[config.mk]
export PLATFORM = sky130hd
export DESIGN_NAME = pulse_synth_top
export DESIGN_NICKNAME = d
export VERILOG_FILES = /design/src/source/psyn_pkg.sv /design/src/source/note_if.sv /design/src/source/pulse_synth_top.sv /design/src/source/edge_sequencer.sv /design/src/source/half_period_timer.sv /design/src/source/midi_note_register.sv
export VERILOG_INCLUDE_DIRS = /design/src /design/src/source
export SDC_FILE = /design/constraint.sdc
export NUM_CORES = 1
export LEC_CHECK = 0
export BUFFER_PORTS_ARGS = -buffer_cell sky130_fd_sc_hd__buf_2
export CAP_MARGIN = 40
export CORE_AREA = 5 5 179 181
export CTS_CLUSTER_DIAMETER = 30
export CTS_CLUSTER_SIZE = 8
export DETAILED_ROUTE_END_ITERATION = 6
export DIE_AREA = 0 0 184 186
export GPL_TIMING_DRIVEN = 0
export SYNTH_ARGS = -nofsm -noshare
export SYNTH_HDL_FRONTEND = slang
export SYNTH_HIERARCHICAL = 1
export SYNTH_SLANG_ARGS = --single-unit
[constraint.sdc]
create_clock -name i_clk -period 8.05 [get_ports i_clk]
set_input_delay 1.2075 -clock i_clk [delete_from_list [all_inputs] [get_ports i_clk]]
set_output_delay 1.2075 -clock i_clk [all_outputs]
set_load 0.05 [all_outputs]
[src/source/psyn_settings.svh]
// Pulse synth constants for MIDI command decode, edge ramps and output level

`ifndef PSYN_SETTINGS_SVH
`define PSYN_SETTINGS_SVH

// --------------------
// MIDI command nibbles
// --------------------
`define PSYN_CMD_NOTE_ON  4'd9
`define PSYN_CMD_NOTE_OFF 4'd8

// --------------------
// Waveform shape
// --------------------

// Sample triggers per edge ramp
`define PSYN_RAMP_STEPS 64

// Notes per octave, used for the divider octave shift
`define PSYN_SEMITONES 12

// Velocity times ramp index is scaled up by this much
`define PSYN_LEVEL_SHIFT 3

`endif
[src/source/psyn_pkg.sv]
// Pulse synth package with the shared vector types and sequencer states

`default_nettype none

`include "psyn_settings.svh"

package psyn_pkg;

    // MIDI fields
    typedef logic [3:0] midi_cmd_t;
    typedef logic [6:0] note_t;
    typedef logic [6:0] velocity_t;

    // Half-period length in clock cycles
    typedef logic [23:0] divider_t;

    // 0 up to and including a full ramp
    typedef logic [$clog2(`PSYN_RAMP_STEPS + 1)-1:0] ramp_index_t;

    typedef logic signed [17:0] sample_t;

    // --------------------
    // Waveform phases
    // --------------------
    typedef enum logic [2:0] {
        SEQ_IDLE,
        SEQ_RISE_POS,
        SEQ_HOLD_POS,
        SEQ_FALL_POS,
        SEQ_RISE_NEG,
        SEQ_HOLD_NEG,
        SEQ_FALL_NEG
    } seq_state_t;

endpackage

`default_nettype wire

[src/source/note_if.sv]
// Note state bus from the MIDI register block to the timer and the sequencer

`default_nettype none

interface note_if;

    // Held values, kept across a note-off
    psyn_pkg::note_t     note;
    psyn_pkg::velocity_t velocity;

    // High from note-on until note-off
    logic                active;

    // One-cycle event pulses
    logic                note_on;
    logic                note_off;

    modport owner (
        output note, velocity, active, note_on, note_off
    );

    modport timer (
        input note, note_on, note_off
    );

    modport player (
        input velocity, active, note_on
    );

endinterface

`default_nettype wire

[src/source/pulse_synth_top.sv]
// Pulse synth top that joins the note register, half-period timer and sequencer

`default_nettype none

`include "psyn_settings.svh"

module pulse_synth_top (
    input  logic                i_clk,
    input  logic                i_reset,
    input  logic                i_midi_rdy,
    input  psyn_pkg::midi_cmd_t i_midi_cmd,
    input  psyn_pkg::note_t     i_midi_data0,
    input  psyn_pkg::velocity_t i_midi_data1,
    input  logic                i_sample_trig,
    output logic                o_sample_valid,
    output psyn_pkg::sample_t   o_sample
);

    note_if note_bus ();

    logic half_period_done;

    // --------------------
    // Blocks
    // --------------------
    midi_note_register u_note_reg (
        .i_clk        (i_clk),
        .i_reset      (i_reset),
        .i_midi_rdy   (i_midi_rdy),
        .i_midi_cmd   (i_midi_cmd),
        .i_midi_data0 (i_midi_data0),
        .i_midi_data1 (i_midi_data1),
        .o_note       (note_bus.owner)
    );

    half_period_timer u_timer (
        .i_clk              (i_clk),
        .i_reset            (i_reset),
        .i_note             (note_bus.timer),
        .o_half_period_done (half_period_done)
    );

    edge_sequencer u_seq (
        .i_clk              (i_clk),
        .i_reset            (i_reset),
        .i_note             (note_bus.player),
        .i_half_period_done (half_period_done),
        .i_sample_trig      (i_sample_trig),
        .o_sample_valid     (o_sample_valid),
        .o_sample           (o_sample)
    );

endmodule

`default_nettype wire

[src/source/edge_sequencer.sv]
// Edge sequencer FSM that steps the ramped bipolar pulse and forms each sample

`default_nettype none

`include "psyn_settings.svh"

module edge_sequencer (
    input  logic              i_clk,
    input  logic              i_reset,
    note_if.player            i_note,
    input  logic              i_half_period_done,
    input  logic              i_sample_trig,
    output logic              o_sample_valid,
    output psyn_pkg::sample_t o_sample
);

    psyn_pkg::seq_state_t  state;
    psyn_pkg::seq_state_t  state_nxt;
    psyn_pkg::ramp_index_t idx;
    psyn_pkg::ramp_index_t idx_nxt;
    logic                  held;
    logic                  held_nxt;
    logic                  holding;
    logic [13:0]           prod;
    logic [16:0]           mag;
    psyn_pkg::sample_t     sample_nxt;

    assign holding = (state == psyn_pkg::SEQ_HOLD_POS) ||
                     (state == psyn_pkg::SEQ_HOLD_NEG);

    // --------------------
    // Next state
    // --------------------
    always_comb begin
        state_nxt = state;
        idx_nxt   = idx;
        held_nxt  = held;

        if (i_note.note_on) begin
            state_nxt = psyn_pkg::SEQ_RISE_POS;
            idx_nxt   = '0;
            held_nxt  = 1'b0;
        end else if (!i_note.active) begin
            state_nxt = psyn_pkg::SEQ_IDLE;
            idx_nxt   = '0;
            held_nxt  = 1'b0;
        end else begin
            // Half period ends while holding
            if (holding && i_half_period_done) begin
                held_nxt = 1'b1;
            end

            if (i_sample_trig) begin
                case (state)
                    psyn_pkg::SEQ_RISE_POS: begin
                        idx_nxt = idx + 1'b1;
                        if (idx_nxt == `PSYN_RAMP_STEPS) begin
                            state_nxt = psyn_pkg::SEQ_HOLD_POS;
                        end
                    end
                    psyn_pkg::SEQ_HOLD_POS: begin
                        if (held) begin
                            state_nxt = psyn_pkg::SEQ_FALL_POS;
                            held_nxt  = 1'b0;
                        end
                    end
                    psyn_pkg::SEQ_FALL_POS: begin
                        idx_nxt = idx - 1'b1;
                        if (idx_nxt == '0) begin
                            state_nxt = psyn_pkg::SEQ_RISE_NEG;
                        end
                    end
                    psyn_pkg::SEQ_RISE_NEG: begin
                        idx_nxt = idx + 1'b1;
                        if (idx_nxt == `PSYN_RAMP_STEPS) begin
                            state_nxt = psyn_pkg::SEQ_HOLD_NEG;
                        end
                    end
                    psyn_pkg::SEQ_HOLD_NEG: begin
                        if (held) begin
                            state_nxt = psyn_pkg::SEQ_FALL_NEG;
                            held_nxt  = 1'b0;
                        end
                    end
                    psyn_pkg::SEQ_FALL_NEG: begin
                        idx_nxt = idx - 1'b1;
                        if (idx_nxt == '0) begin
                            state_nxt = psyn_pkg::SEQ_RISE_POS;
                        end
                    end
                    default: begin
                        state_nxt = psyn_pkg::SEQ_IDLE;
                    end
                endcase
            end
        end
    end

    always_ff @(posedge i_clk or posedge i_reset) begin
        if (i_reset) begin
            state <= psyn_pkg::SEQ_IDLE;
            idx   <= '0;
            held  <= 1'b0;
        end else begin
            state <= state_nxt;
            idx   <= idx_nxt;
            held  <= held_nxt;
        end
    end

    // --------------------
    // Sample forming
    // --------------------
    assign prod = i_note.velocity * idx_nxt;
    assign mag  = 17'(prod) << `PSYN_LEVEL_SHIFT;

    always_comb begin
        case (state_nxt)
            psyn_pkg::SEQ_IDLE: begin
                sample_nxt = '0;
            end
            psyn_pkg::SEQ_RISE_NEG, psyn_pkg::SEQ_HOLD_NEG, psyn_pkg::SEQ_FALL_NEG: begin
                sample_nxt = -$signed({1'b0, mag});
            end
            default: begin
                sample_nxt = $signed({1'b0, mag});
            end
        endcase
    end

    always_ff @(posedge i_clk or posedge i_reset) begin
        if (i_reset) begin
            o_sample_valid <= 1'b0;
        end else begin
            o_sample_valid <= i_sample_trig;
        end
    end

    always_ff @(posedge i_clk) begin
        if (i_sample_trig) begin
            o_sample <= sample_nxt;
        end
    end

    a_index_range: assert property (
        @(posedge i_clk) disable iff (i_reset)
        idx <= `PSYN_RAMP_STEPS
    );

    a_valid_after_trig: assert property (
        @(posedge i_clk) disable iff (i_reset)
        o_sample_valid |-> $past(i_sample_trig)
    );

endmodule

`default_nettype wire

[src/source/half_period_timer.sv]
// Half-period timer that maps the held note to a divider and counts it out

`default_nettype none

`include "psyn_settings.svh"

module half_period_timer (
    input  logic   i_clk,
    input  logic   i_reset,
    note_if.timer  i_note,
    output logic   o_half_period_done
);

    logic [3:0]         semitone;
    logic [3:0]         octave;
    psyn_pkg::divider_t base;
    psyn_pkg::divider_t divider;
    psyn_pkg::divider_t cnt;
    logic               cnt_end;

    assign semitone = 4'(i_note.note % `PSYN_SEMITONES);
    assign octave   = 4'(i_note.note / `PSYN_SEMITONES);

    // --------------------
    // Lowest octave dividers
    // --------------------
    always_comb begin
        case (semitone)
            4'd0:    base = 24'h5d5084;
            4'd1:    base = 24'h5813c2;
            4'd2:    base = 24'h532240;
            4'd3:    base = 24'h4e77c5;
            4'd4:    base = 24'h4a1054;
            4'd5:    base = 24'h45e82b;
            4'd6:    base = 24'h41fbbc;
            4'd7:    base = 24'h3e47ac;
            4'd8:    base = 24'h3ac8d3;
            4'd9:    base = 24'h377c32;
            4'd10:   base = 24'h345efa;
            4'd11:   base = 24'h316e80;
            default: base = 24'hffffff;
        endcase
    end

    // One octave up halves the period
    assign divider = base >> octave;

    // --------------------
    // Cycle counter
    // --------------------
    assign cnt_end = (cnt == divider);

    always_ff @(posedge i_clk or posedge i_reset) begin
        if (i_reset) begin
            cnt <= '0;
        end else if (i_note.note_on || i_note.note_off || cnt_end) begin
            cnt <= '0;
        end else begin
            cnt <= cnt + 1'b1;
        end
    end

    assign o_half_period_done = cnt_end;

    // A new note may shorten the divider so the restart must follow at once
    a_cnt_in_range: assert property (
        @(posedge i_clk) disable iff (i_reset)
        !i_note.note_on |-> (cnt <= divider)
    );

endmodule

`default_nettype wire

[src/source/midi_note_register.sv]
// MIDI note register that decodes note-on/off and holds note, velocity and gate

`default_nettype none

`include "psyn_settings.svh"

module midi_note_register (
    input  logic                i_clk,
    input  logic                i_reset,
    input  logic                i_midi_rdy,
    input  psyn_pkg::midi_cmd_t i_midi_cmd,
    input  psyn_pkg::note_t     i_midi_data0,
    input  psyn_pkg::velocity_t i_midi_data1,
    note_if.owner               o_note
);

    logic note_on_evt;
    logic note_off_evt;

    assign note_on_evt  = i_midi_rdy && (i_midi_cmd == `PSYN_CMD_NOTE_ON);
    assign note_off_evt = i_midi_rdy && (i_midi_cmd == `PSYN_CMD_NOTE_OFF);

    // --------------------
    // Held note
    // --------------------
    always_ff @(posedge i_clk or posedge i_reset) begin
        if (i_reset) begin
            o_note.note     <= '0;
            o_note.velocity <= '0;
        end else if (note_on_evt) begin
            o_note.note     <= i_midi_data0;
            o_note.velocity <= i_midi_data1;
        end
    end

    // Gate alone drops on note-off and the held note stays
    always_ff @(posedge i_clk or posedge i_reset) begin
        if (i_reset) begin
            o_note.active <= 1'b0;
        end else if (note_on_evt) begin
            o_note.active <= 1'b1;
        end else if (note_off_evt) begin
            o_note.active <= 1'b0;
        end
    end

    // Event pulses line up with the register update
    always_ff @(posedge i_clk or posedge i_reset) begin
        if (i_reset) begin
            o_note.note_on  <= 1'b0;
            o_note.note_off <= 1'b0;
        end else begin
            o_note.note_on  <= note_on_evt;
            o_note.note_off <= note_off_evt;
        end
    end

    a_single_event: assert property (
        @(posedge i_clk) disable iff (i_reset)
        !(o_note.note_on && o_note.note_off)
    );

endmodule

`default_nettype wire

==> results of run 1 <==
[worst max-delay path, stage by stage]
cell and delay [ns]:
buf_2 0.31, clkbuf_1 0.35, o21ai_2 0.19, clkbuf_1 0.25
or3_1 0.41, a21oi_2 0.36, nand2_1 0.14, fa_1 0.52
fa_1 0.55, inv_1 0.06, fa_1 0.54, inv_1 0.06
fa_1 0.53, inv_1 0.05, ha_1 0.21, or3_1 0.42
or4_1 0.52, a31o_1 0.23, a21oi_1 0.17, xnor2_1 0.12
o31a_1 0.31
[worst max path at each step]
stage	to	slack (ns)	cells after the start
3_5_place_dp	u_seq/o_sample[15]	-0.07	23
3_3_place_gp	u_seq/o_sample[14]	-0.04	23
2_1_floorplan	u_seq/o_sample[17]	1.19	20
5_1_grt	u_seq/o_sample[14]	0.14	24
6_report	u_seq/o_sample[17]	0.63	21
4_1_cts	u_seq/o_sample[15]	0.28	23
[flip-flops by register name, summed over array words and instances, names as in the netlist]
signal and count:
u_seq/held 1, u_note_reg/o_note.note_off 1, u_note_reg/o_note.note 7, u_seq/o_sample_valid 1
u_seq/idx 7, u_timer/cnt 24, u_note_reg/o_note.active 1, u_seq/o_sample 15
u_note_reg/o_note.velocity 7, u_note_reg/o_note.note_on 1, u_seq/state 3
[power breakdown]
part | total [uW] | internal (uW) | leakage [uW] | switching (uW)
Combinational | 1760 | 588 | 0.00311 | 1170
Sequential | 444 | 387 | 0.000853 | 56.6
Clock | 436 | 273 | 0.000156 | 163
[logic make-up (layout without fill, tap and decap cells)]
logic type      count (synthesis)  in the layout
xor+xnor                       59             59
other cells                     1              3
mux                            37             37
simple gates                  418            418
compound gates                304            304
fa+ha+maj                      72             72
flops                          68             68
buf+inv                       136            193
[synthesized netlist by cell type (7+ instances only)]
| cell | count |
|---|---|
| inv_1 | 62 |
| o31ai_1 | 11 |
| o31a_1 | 9 |
| a21oi_1 | 56 |
| and2_1 | 33 |
| nand4_1 | 15 |
| nand2b_1 | 16 |
| a31oi_1 | 15 |
| ha_1 | 45 |
| o21a_1 | 10 |
| mux2_4 | 8 |
| buf_2 | 20 |
| nor3_1 | 30 |
| dfrtp_1 | 53 |
| o22ai_1 | 16 |
| xnor2_1 | 34 |
| and3_1 | 15 |
| clkbuf_1 | 37 |
| fa_1 | 24 |
| o221ai_1 | 8 |
| nor4_1 | 32 |
| a32oi_1 | 7 |
| o21ai_0 | 43 |
| o211ai_1 | 16 |
| edfxtp_1 | 15 |
| nor2_1 | 65 |
| mux2i_1 | 19 |
| a211oi_1 | 18 |
| mux2_2 | 10 |
| a21o_1 | 8 |
| or3_1 | 9 |
| nand2_1 | 93 |
| nand3_1 | 43 |
| xor2_1 | 25 |
[metal layers]
| layer | up-vias | global-route usage | routed length (um) | share of wire |
|---|---|---|---|---|
| met5 | - | 0 | 0 | 0 |
| met4 | 0 | 0.07158 | 1365 | 0.044 |
| met3 | 104 | 0.02931 | 2280 | 0.073 |
| met2 | 459 | 0.2880 | 13980 | 0.45 |
| met1 | 4326 | 0.2432 | 13450 | 0.43 |
| li1 | 4200 | - | - | - |
[repair_timing]
action | in CTS | in global routing
hold buffers | 0 | 0
setup endpoints to repair | 0 | 5
resized for setup | 0 | 5
setup buffers | 0 | 0
[per-stage QoR]
stage | hold slack, ns | instances | total power (uW) | setup TNS, ns
final | 0.5523 | 1550 | 2642 | 0
after global routing | 0.5735 | 1550 | 2773 | 0
after CTS | 0.5581 | 1550 | 2578 | 0
after detailed placement | 0.5398 | 1534 | 2127 | -0.1789
after global placement | 0.5282 | 1530 | 2142 | -0.08866
after floorplan | 0.4890 | 1097 | 1623 | 0
[layout by cell type, fill, tap and decap left out, drive strengths merged, types with 24 or more instances in the layout]
master	count
fa	24
nand2	93
o21ai	50
xor2	25
xnor2	34
nor3	33
nor2	69
dfrtp	53
nor4	32
ha	45
a21oi	57
and2	33
nand3	43
buf	74
clkbuf	47
inv	64
[area by class of cell]
class | count | area [um^2] | share of cell area
Timing Repair Buffer | 41 | 231.5 | 0.02322
Clock buffer | 9 | 225.2 | 0.02259
Sequential cell | 68 | 1777 | 0.1782
Multi-Input combinational cell | 893 | 6520 | 0.6540
Inverter | 64 | 240.2 | 0.02410
Buffer | 72 | 381.6 | 0.03828
Tap cell | 396 | 495.5 | 0.04970
Clock inverter | 7 | 98.84 | 0.009915
==> qor.yml, run 1 <==
status:
  status: "completed"
global_route:
  antenna_found_initial: 0
  grt_pass1_wl_mm: 49.49
  grt_pass1_vias: 8819
  grt_max_degree: 20
  grt_overflow: 0
  grt_use_total: 0.1800
drt:
  drc: 0
  ant_nets: 0
  post_drt_via_cell_ratio: 5.864
  routed-via-count: 9089
  wl_mm: 31.08
  drt-pass1-iter-count: 6
  wl_per_cell_um: 20.05
  drtIter0Drc: 1053
yosys:
  synth-compound-area-share: 0.2471
  synth-edff-count: 15
  async_flop_share: 0.7794
  syn-cell-area_um2: 8886
  synth_top_family_by_area: "simple AND/OR/NAND/NOR gates"
  netlist.area_leader.share: 0.1493
  synth_mux_area_frac: 0.04759
  synthSimpleGateAreaFrac: 0.2560
  synth_cells: 1095
  synth_ff_type: "dfrtp_1"
  synth_fa_ha_area_frac: 0.1208
  yosysUniqueCellTypes: 105
  yosys_register_bits: 68
  synth_area_leaders: "dfrtp_1, ha_1, fa_1"
  yosys_warnings: 6
  synthXorXnorAreaFrac: 0.05815
  ys_seq_area_frac: 0.1999
  synth_area_per_cell_um2: 8.115
  yosys.area.top_type: "dfrtp_1"
sta:
  fmax_mhz: 134.8
  min_period_over_period: 0.9212
  relSlewSlack: 0.3894
  rsz0062_at_grt: "false"
  period_minus_slack_ns: 7.416
  drv_slew: 0
  hold_viol_final: 0
  fin_ws_ns: 0.6340
  fin_skew_ns: 0.01426
  setup_viol_count_final: 0
  tightestPinTransition_ns: 0.9098
power_and_ir_drop:
  leakagePower_uw: 0.004116
  vdd_drop_max_uv: 128.3
  powerDensity_nw_per_um2: 265.0
die:
  die_area_um2: 34220
  start_util: 0.2936
  num_io_pins: 41
  die_x_um: 184
  fp.dieH_um: 186
  core_area_um2: 30270
  rows: 64
cts:
  clock_sinks: 68
  cts_tree: "done"
  cts.htree.levels: 3
  cts-buffers-inserted: 9
  clk_path_buf_depth: 2
  cts-root-buf: "clkbuf_16"
  clk_transition_reported_paths_ns: 0.06
  clock_latency_ns: 0.34
cells_and_area:
  antennaDiodeCount: 0
  nFillCells: 3238
  nets: 1240
  fin_util: 0.3294
  drive_gt1_frac: 0.1300
  area_growth_pct: 12.19
  stdcell_area_um2: 9970
hold_path:
  min-delay-start: "u_note_reg/o_note.note[5]"
  hold_path_class: "reg -> reg"
  min_to: "u_note_reg/o_note.note[5]"
  min_path_cells: 1
placement:
  dp_slack_ns: -0.07066
  hpwl_mm: 24.13
  io_buffers: 37
  routabilityCongestion: 0.9993
  post_dp_cell_area_um2: 9620
setup_path:
  timing.rr.end: "u_seq/o_sample[17]"
  r2r_slack_ns: 1.25
  crit_type: "in -> reg"
  rr_worst_depth: 20
  worst_setup_path_start_kind: "input port"
  crit_fanout: 17
  worstPathArrival_ns: 7.51
  cp-end-kind: "register"
  cp.required_ns: 8.14
  worstReg2RegStart: "u_seq/state[2]"
  startpoint: "i_sample_trig"
job:
  maxCapViolCount: 0
No activity file was read; power rests on OpenSTA's default activity.
==> inputs of run 2 (changes only) <==
--- a/config.mk
+++ b/config.mk
@@ -7,13 +7,14 @@
 export NUM_CORES = 1
 export LEC_CHECK = 0
 export BUFFER_PORTS_ARGS = -buffer_cell sky130_fd_sc_hd__buf_2
-export CAP_MARGIN = 40
-export CORE_AREA = 5 5 179 181
+export CORE_AREA = 5 5 134 136
 export CTS_CLUSTER_DIAMETER = 30
 export CTS_CLUSTER_SIZE = 8
 export DETAILED_ROUTE_END_ITERATION = 6
-export DIE_AREA = 0 0 184 186
+export DIE_AREA = 0 0 139 141
 export GPL_TIMING_DRIVEN = 0
+export PLACE_DENSITY = 0.71
+export RECOVER_POWER = 25
 export SYNTH_ARGS = -nofsm -noshare
 export SYNTH_HDL_FRONTEND = slang
 export SYNTH_HIERARCHICAL = 1
==> run 2 against run 1 <==
Compared with the run above:
- final area shrank 2.6%
- critical path depth grew 3
- sequential share of layout area grew 0.47 points
- sequential cell count is the same
- sequential power shrank 1%
- combinational power is essentially flat
- global-route usage grew 11 points
- first-iteration DRC count grew 20%
- worst setup slack lost 0.22 ns
- die area shrank 43%
- clock-buffer cell count grew 2
- register-to-register slack lost 0.31 ns
- critical endpoint is now u_seq/o_sample[14]
==> qor.yml, run 2 (synthesis gave the netlist of run 1 again) <==
status:
  status: "completed"
drt:
  drt-pass1-iter-count: 6
  routed-via-count: 9183
  dr_wl_met3_mm: 2.303
  drc: 0
  wl_per_cell_um: 20.92
  ant_nets: 0
  drtIter0Drc: 1263
  wl_mm: 28.77
  top_layer: "met4"
  wirelength_met1_mm: 11.83
  wl_met2_mm: 13.38
  post_drt_via_cell_ratio: 6.679
cells_and_area:
  drive_gt1_frac: 0.1243
  fin_util: 0.5775
  nets: 1236
  final_common_cell: "nand2_1"
  multi_input_area_um2: 6510
  nFillCells: 1562
  fin_cells: 1375
  reg_top3: "u_timer/cnt (24), u_seq/o_sample (15)"
  stdcell_area_um2: 9712
  antennaDiodeCount: 0
  mostFrequentLayoutCells: "nand2_1, nor2_1, inv_1"
  regMostFlops: "u_timer/cnt"
  ff_latch_area_um2: 1777
  largest_register_ffs: 24
  area_growth_pct: 9.293
global_route:
  grt_pass1_vias: 8573
  grt_pass1_wl_mm: 46.14
  grt_max_degree: 25
  antenna_found_initial: 0
  grt_use_total: 0.2879
  grt_overflow: 0
setup_path:
  worstReg2RegStart: "u_seq/state[2]"
  timing.rr.end: "u_seq/o_sample[14]"
  cp.required_ns: 8.22
  cpMaxStageDelayCell: "fa_1"
  worstPathArrival_ns: 7.81
  cp-end-kind: "register"
  slowest_delay_ns: 0.56
  crit_fanout: 17
  cp_cell_sequence: "buf_2 -> clkbuf_1 -> o21ai_2 -> clkbuf_1 -> or3_1 -> a21oi_2 -> nand2_1 -> fa_1 -> fa_1 -> inv_1 -> fa_1 -> inv_1 -> fa_1 -> inv_1 -> ha_1 -> o21a_1 -> o31a_1 -> o21ai_0 -> nand2b_1 -> xnor2_1 -> nand4_1 -> nor4_1 -> or2_1 -> mux2i_1"
  cpMostUsedCell: "fa_1"
  crit_type: "in -> reg"
  rr_worst_depth: 23
  worst_setup_path_start_kind: "input port"
  r2r_slack_ns: 0.94
sta:
  rsz0062_at_grt: "false"
  fmax_mhz: 130.9
  setup_viol_count_final: 0
  relSlewSlack: 0.2994
  period_minus_slack_ns: 7.638
  tightestPinTransition_ns: 1.043
  hold_ws_ns: 0.5420
  drv_slew: 0
  hold_viol_final: 0
  fin_skew_ns: 0.008638
  min_period_over_period: 0.9488
placement:
  io_buffers: 37
  post_dp_cell_area_um2: 9360
  dp_cells: 1359
  routabilityCongestion: 1.043
  hpwl_mm: 22.06
cts:
  cts_tree: "done"
  clock_sinks: 68
  clock_latency_ns: 0.34
  cts.htree.levels: 3
  cts-root-buf: "clkbuf_16"
  clk_transition_reported_paths_ns: 0.06
  cts-buffers-inserted: 9
  clk_path_buf_depth: 2
  cts_setup_buffers: 0
die:
  die_x_um: 139
  core_area_um2: 16820
  start_util: 0.5284
  num_io_pins: 41
  die_area_um2: 19600
  fp.dieH_um: 141
  rows: 48
hold_path:
  hold_path_class: "reg -> reg"
  min_to: "u_note_reg/o_note.note[5]"
  min-delay-start: "u_note_reg/o_note.note[5]"
  min_path_cells: 1
power_and_ir_drop:
  powerDensity_nw_per_um2: 269.4
  vdd_drop_max_uv: 128.3
  leakagePower_uw: 0.004091
job:
  maxCapViolCount: 0
==> run 2: worst max path at each step <==
stage	startpoint	end	slack, ns	depth (start not counted)
global route	i_sample_trig	u_seq/o_sample[14]	0.06	24
finish	i_sample_trig	u_seq/o_sample[14]	0.41	24
floorplan	i_sample_trig	u_seq/o_sample[17]	1.19	20
CTS	i_sample_trig	u_seq/o_sample[14]	0.23	23
detailed placement	i_sample_trig	u_seq/o_sample[14]	-0.08	23
global placement	i_sample_trig	u_seq/o_sample[14]	-0.1	23
==> run 2: area by class of cell <==
class	count	area share
buffer	72	0.03929
clock buffer	11	0.02615
clock inverter	5	0.008632
inverter	64	0.02474
multi-input combinational	893	0.6703
sequential	68	0.1829
tap	225	0.02899
timing repair buffer	37	0.01894
==> run 2: repair_timing <==
item	in CTS	in global routing
setup endpoints to repair	0	4
resized for setup	0	3
hold buffers	0	0
==> run 2: metal layers <==
metal / vias to the layer above / GRT usage
met2: 494 / 0.4822
li1: 4191 / -
met5: - / 0
met4: 0 / 0.1159
met3: 94 / 0.04715
met1: 4404 / 0.3728
==> run 2: report_power, final <==
| group | internal (uW) | total [uW] | switching [uW] |
|---|---|---|---|
| combinational | 584 | 1730 | 1140 |
| sequential | 387 | 439 | 51.7 |
| clock | 291 | 449 | 159 |
| total | 1260 | 2620 | 1350 |
==> run 2: worst max-delay path: cells and delay by family <==
family	cells	cell delay [ns]
adders and majority gates	5	2.49
and+or+nand+nor	6	1.34
buffers and inverters	6	1.07
AOI/OAI and AO/OA	5	0.99
xor gates and xnor gates	1	0.50
muxes	1	0.23
==> run 2: stage by stage <==
step                setup WS (ns)  power, uW  setup TNS (ns)
global placement         -0.09595       2107         -0.1770
CTS                        0.2307       2540               0
floorplan                   1.188       1623               0
detailed placement       -0.08047       2083         -0.1288
global route              0.06216       2739               0
finish                     0.4119       2616               0
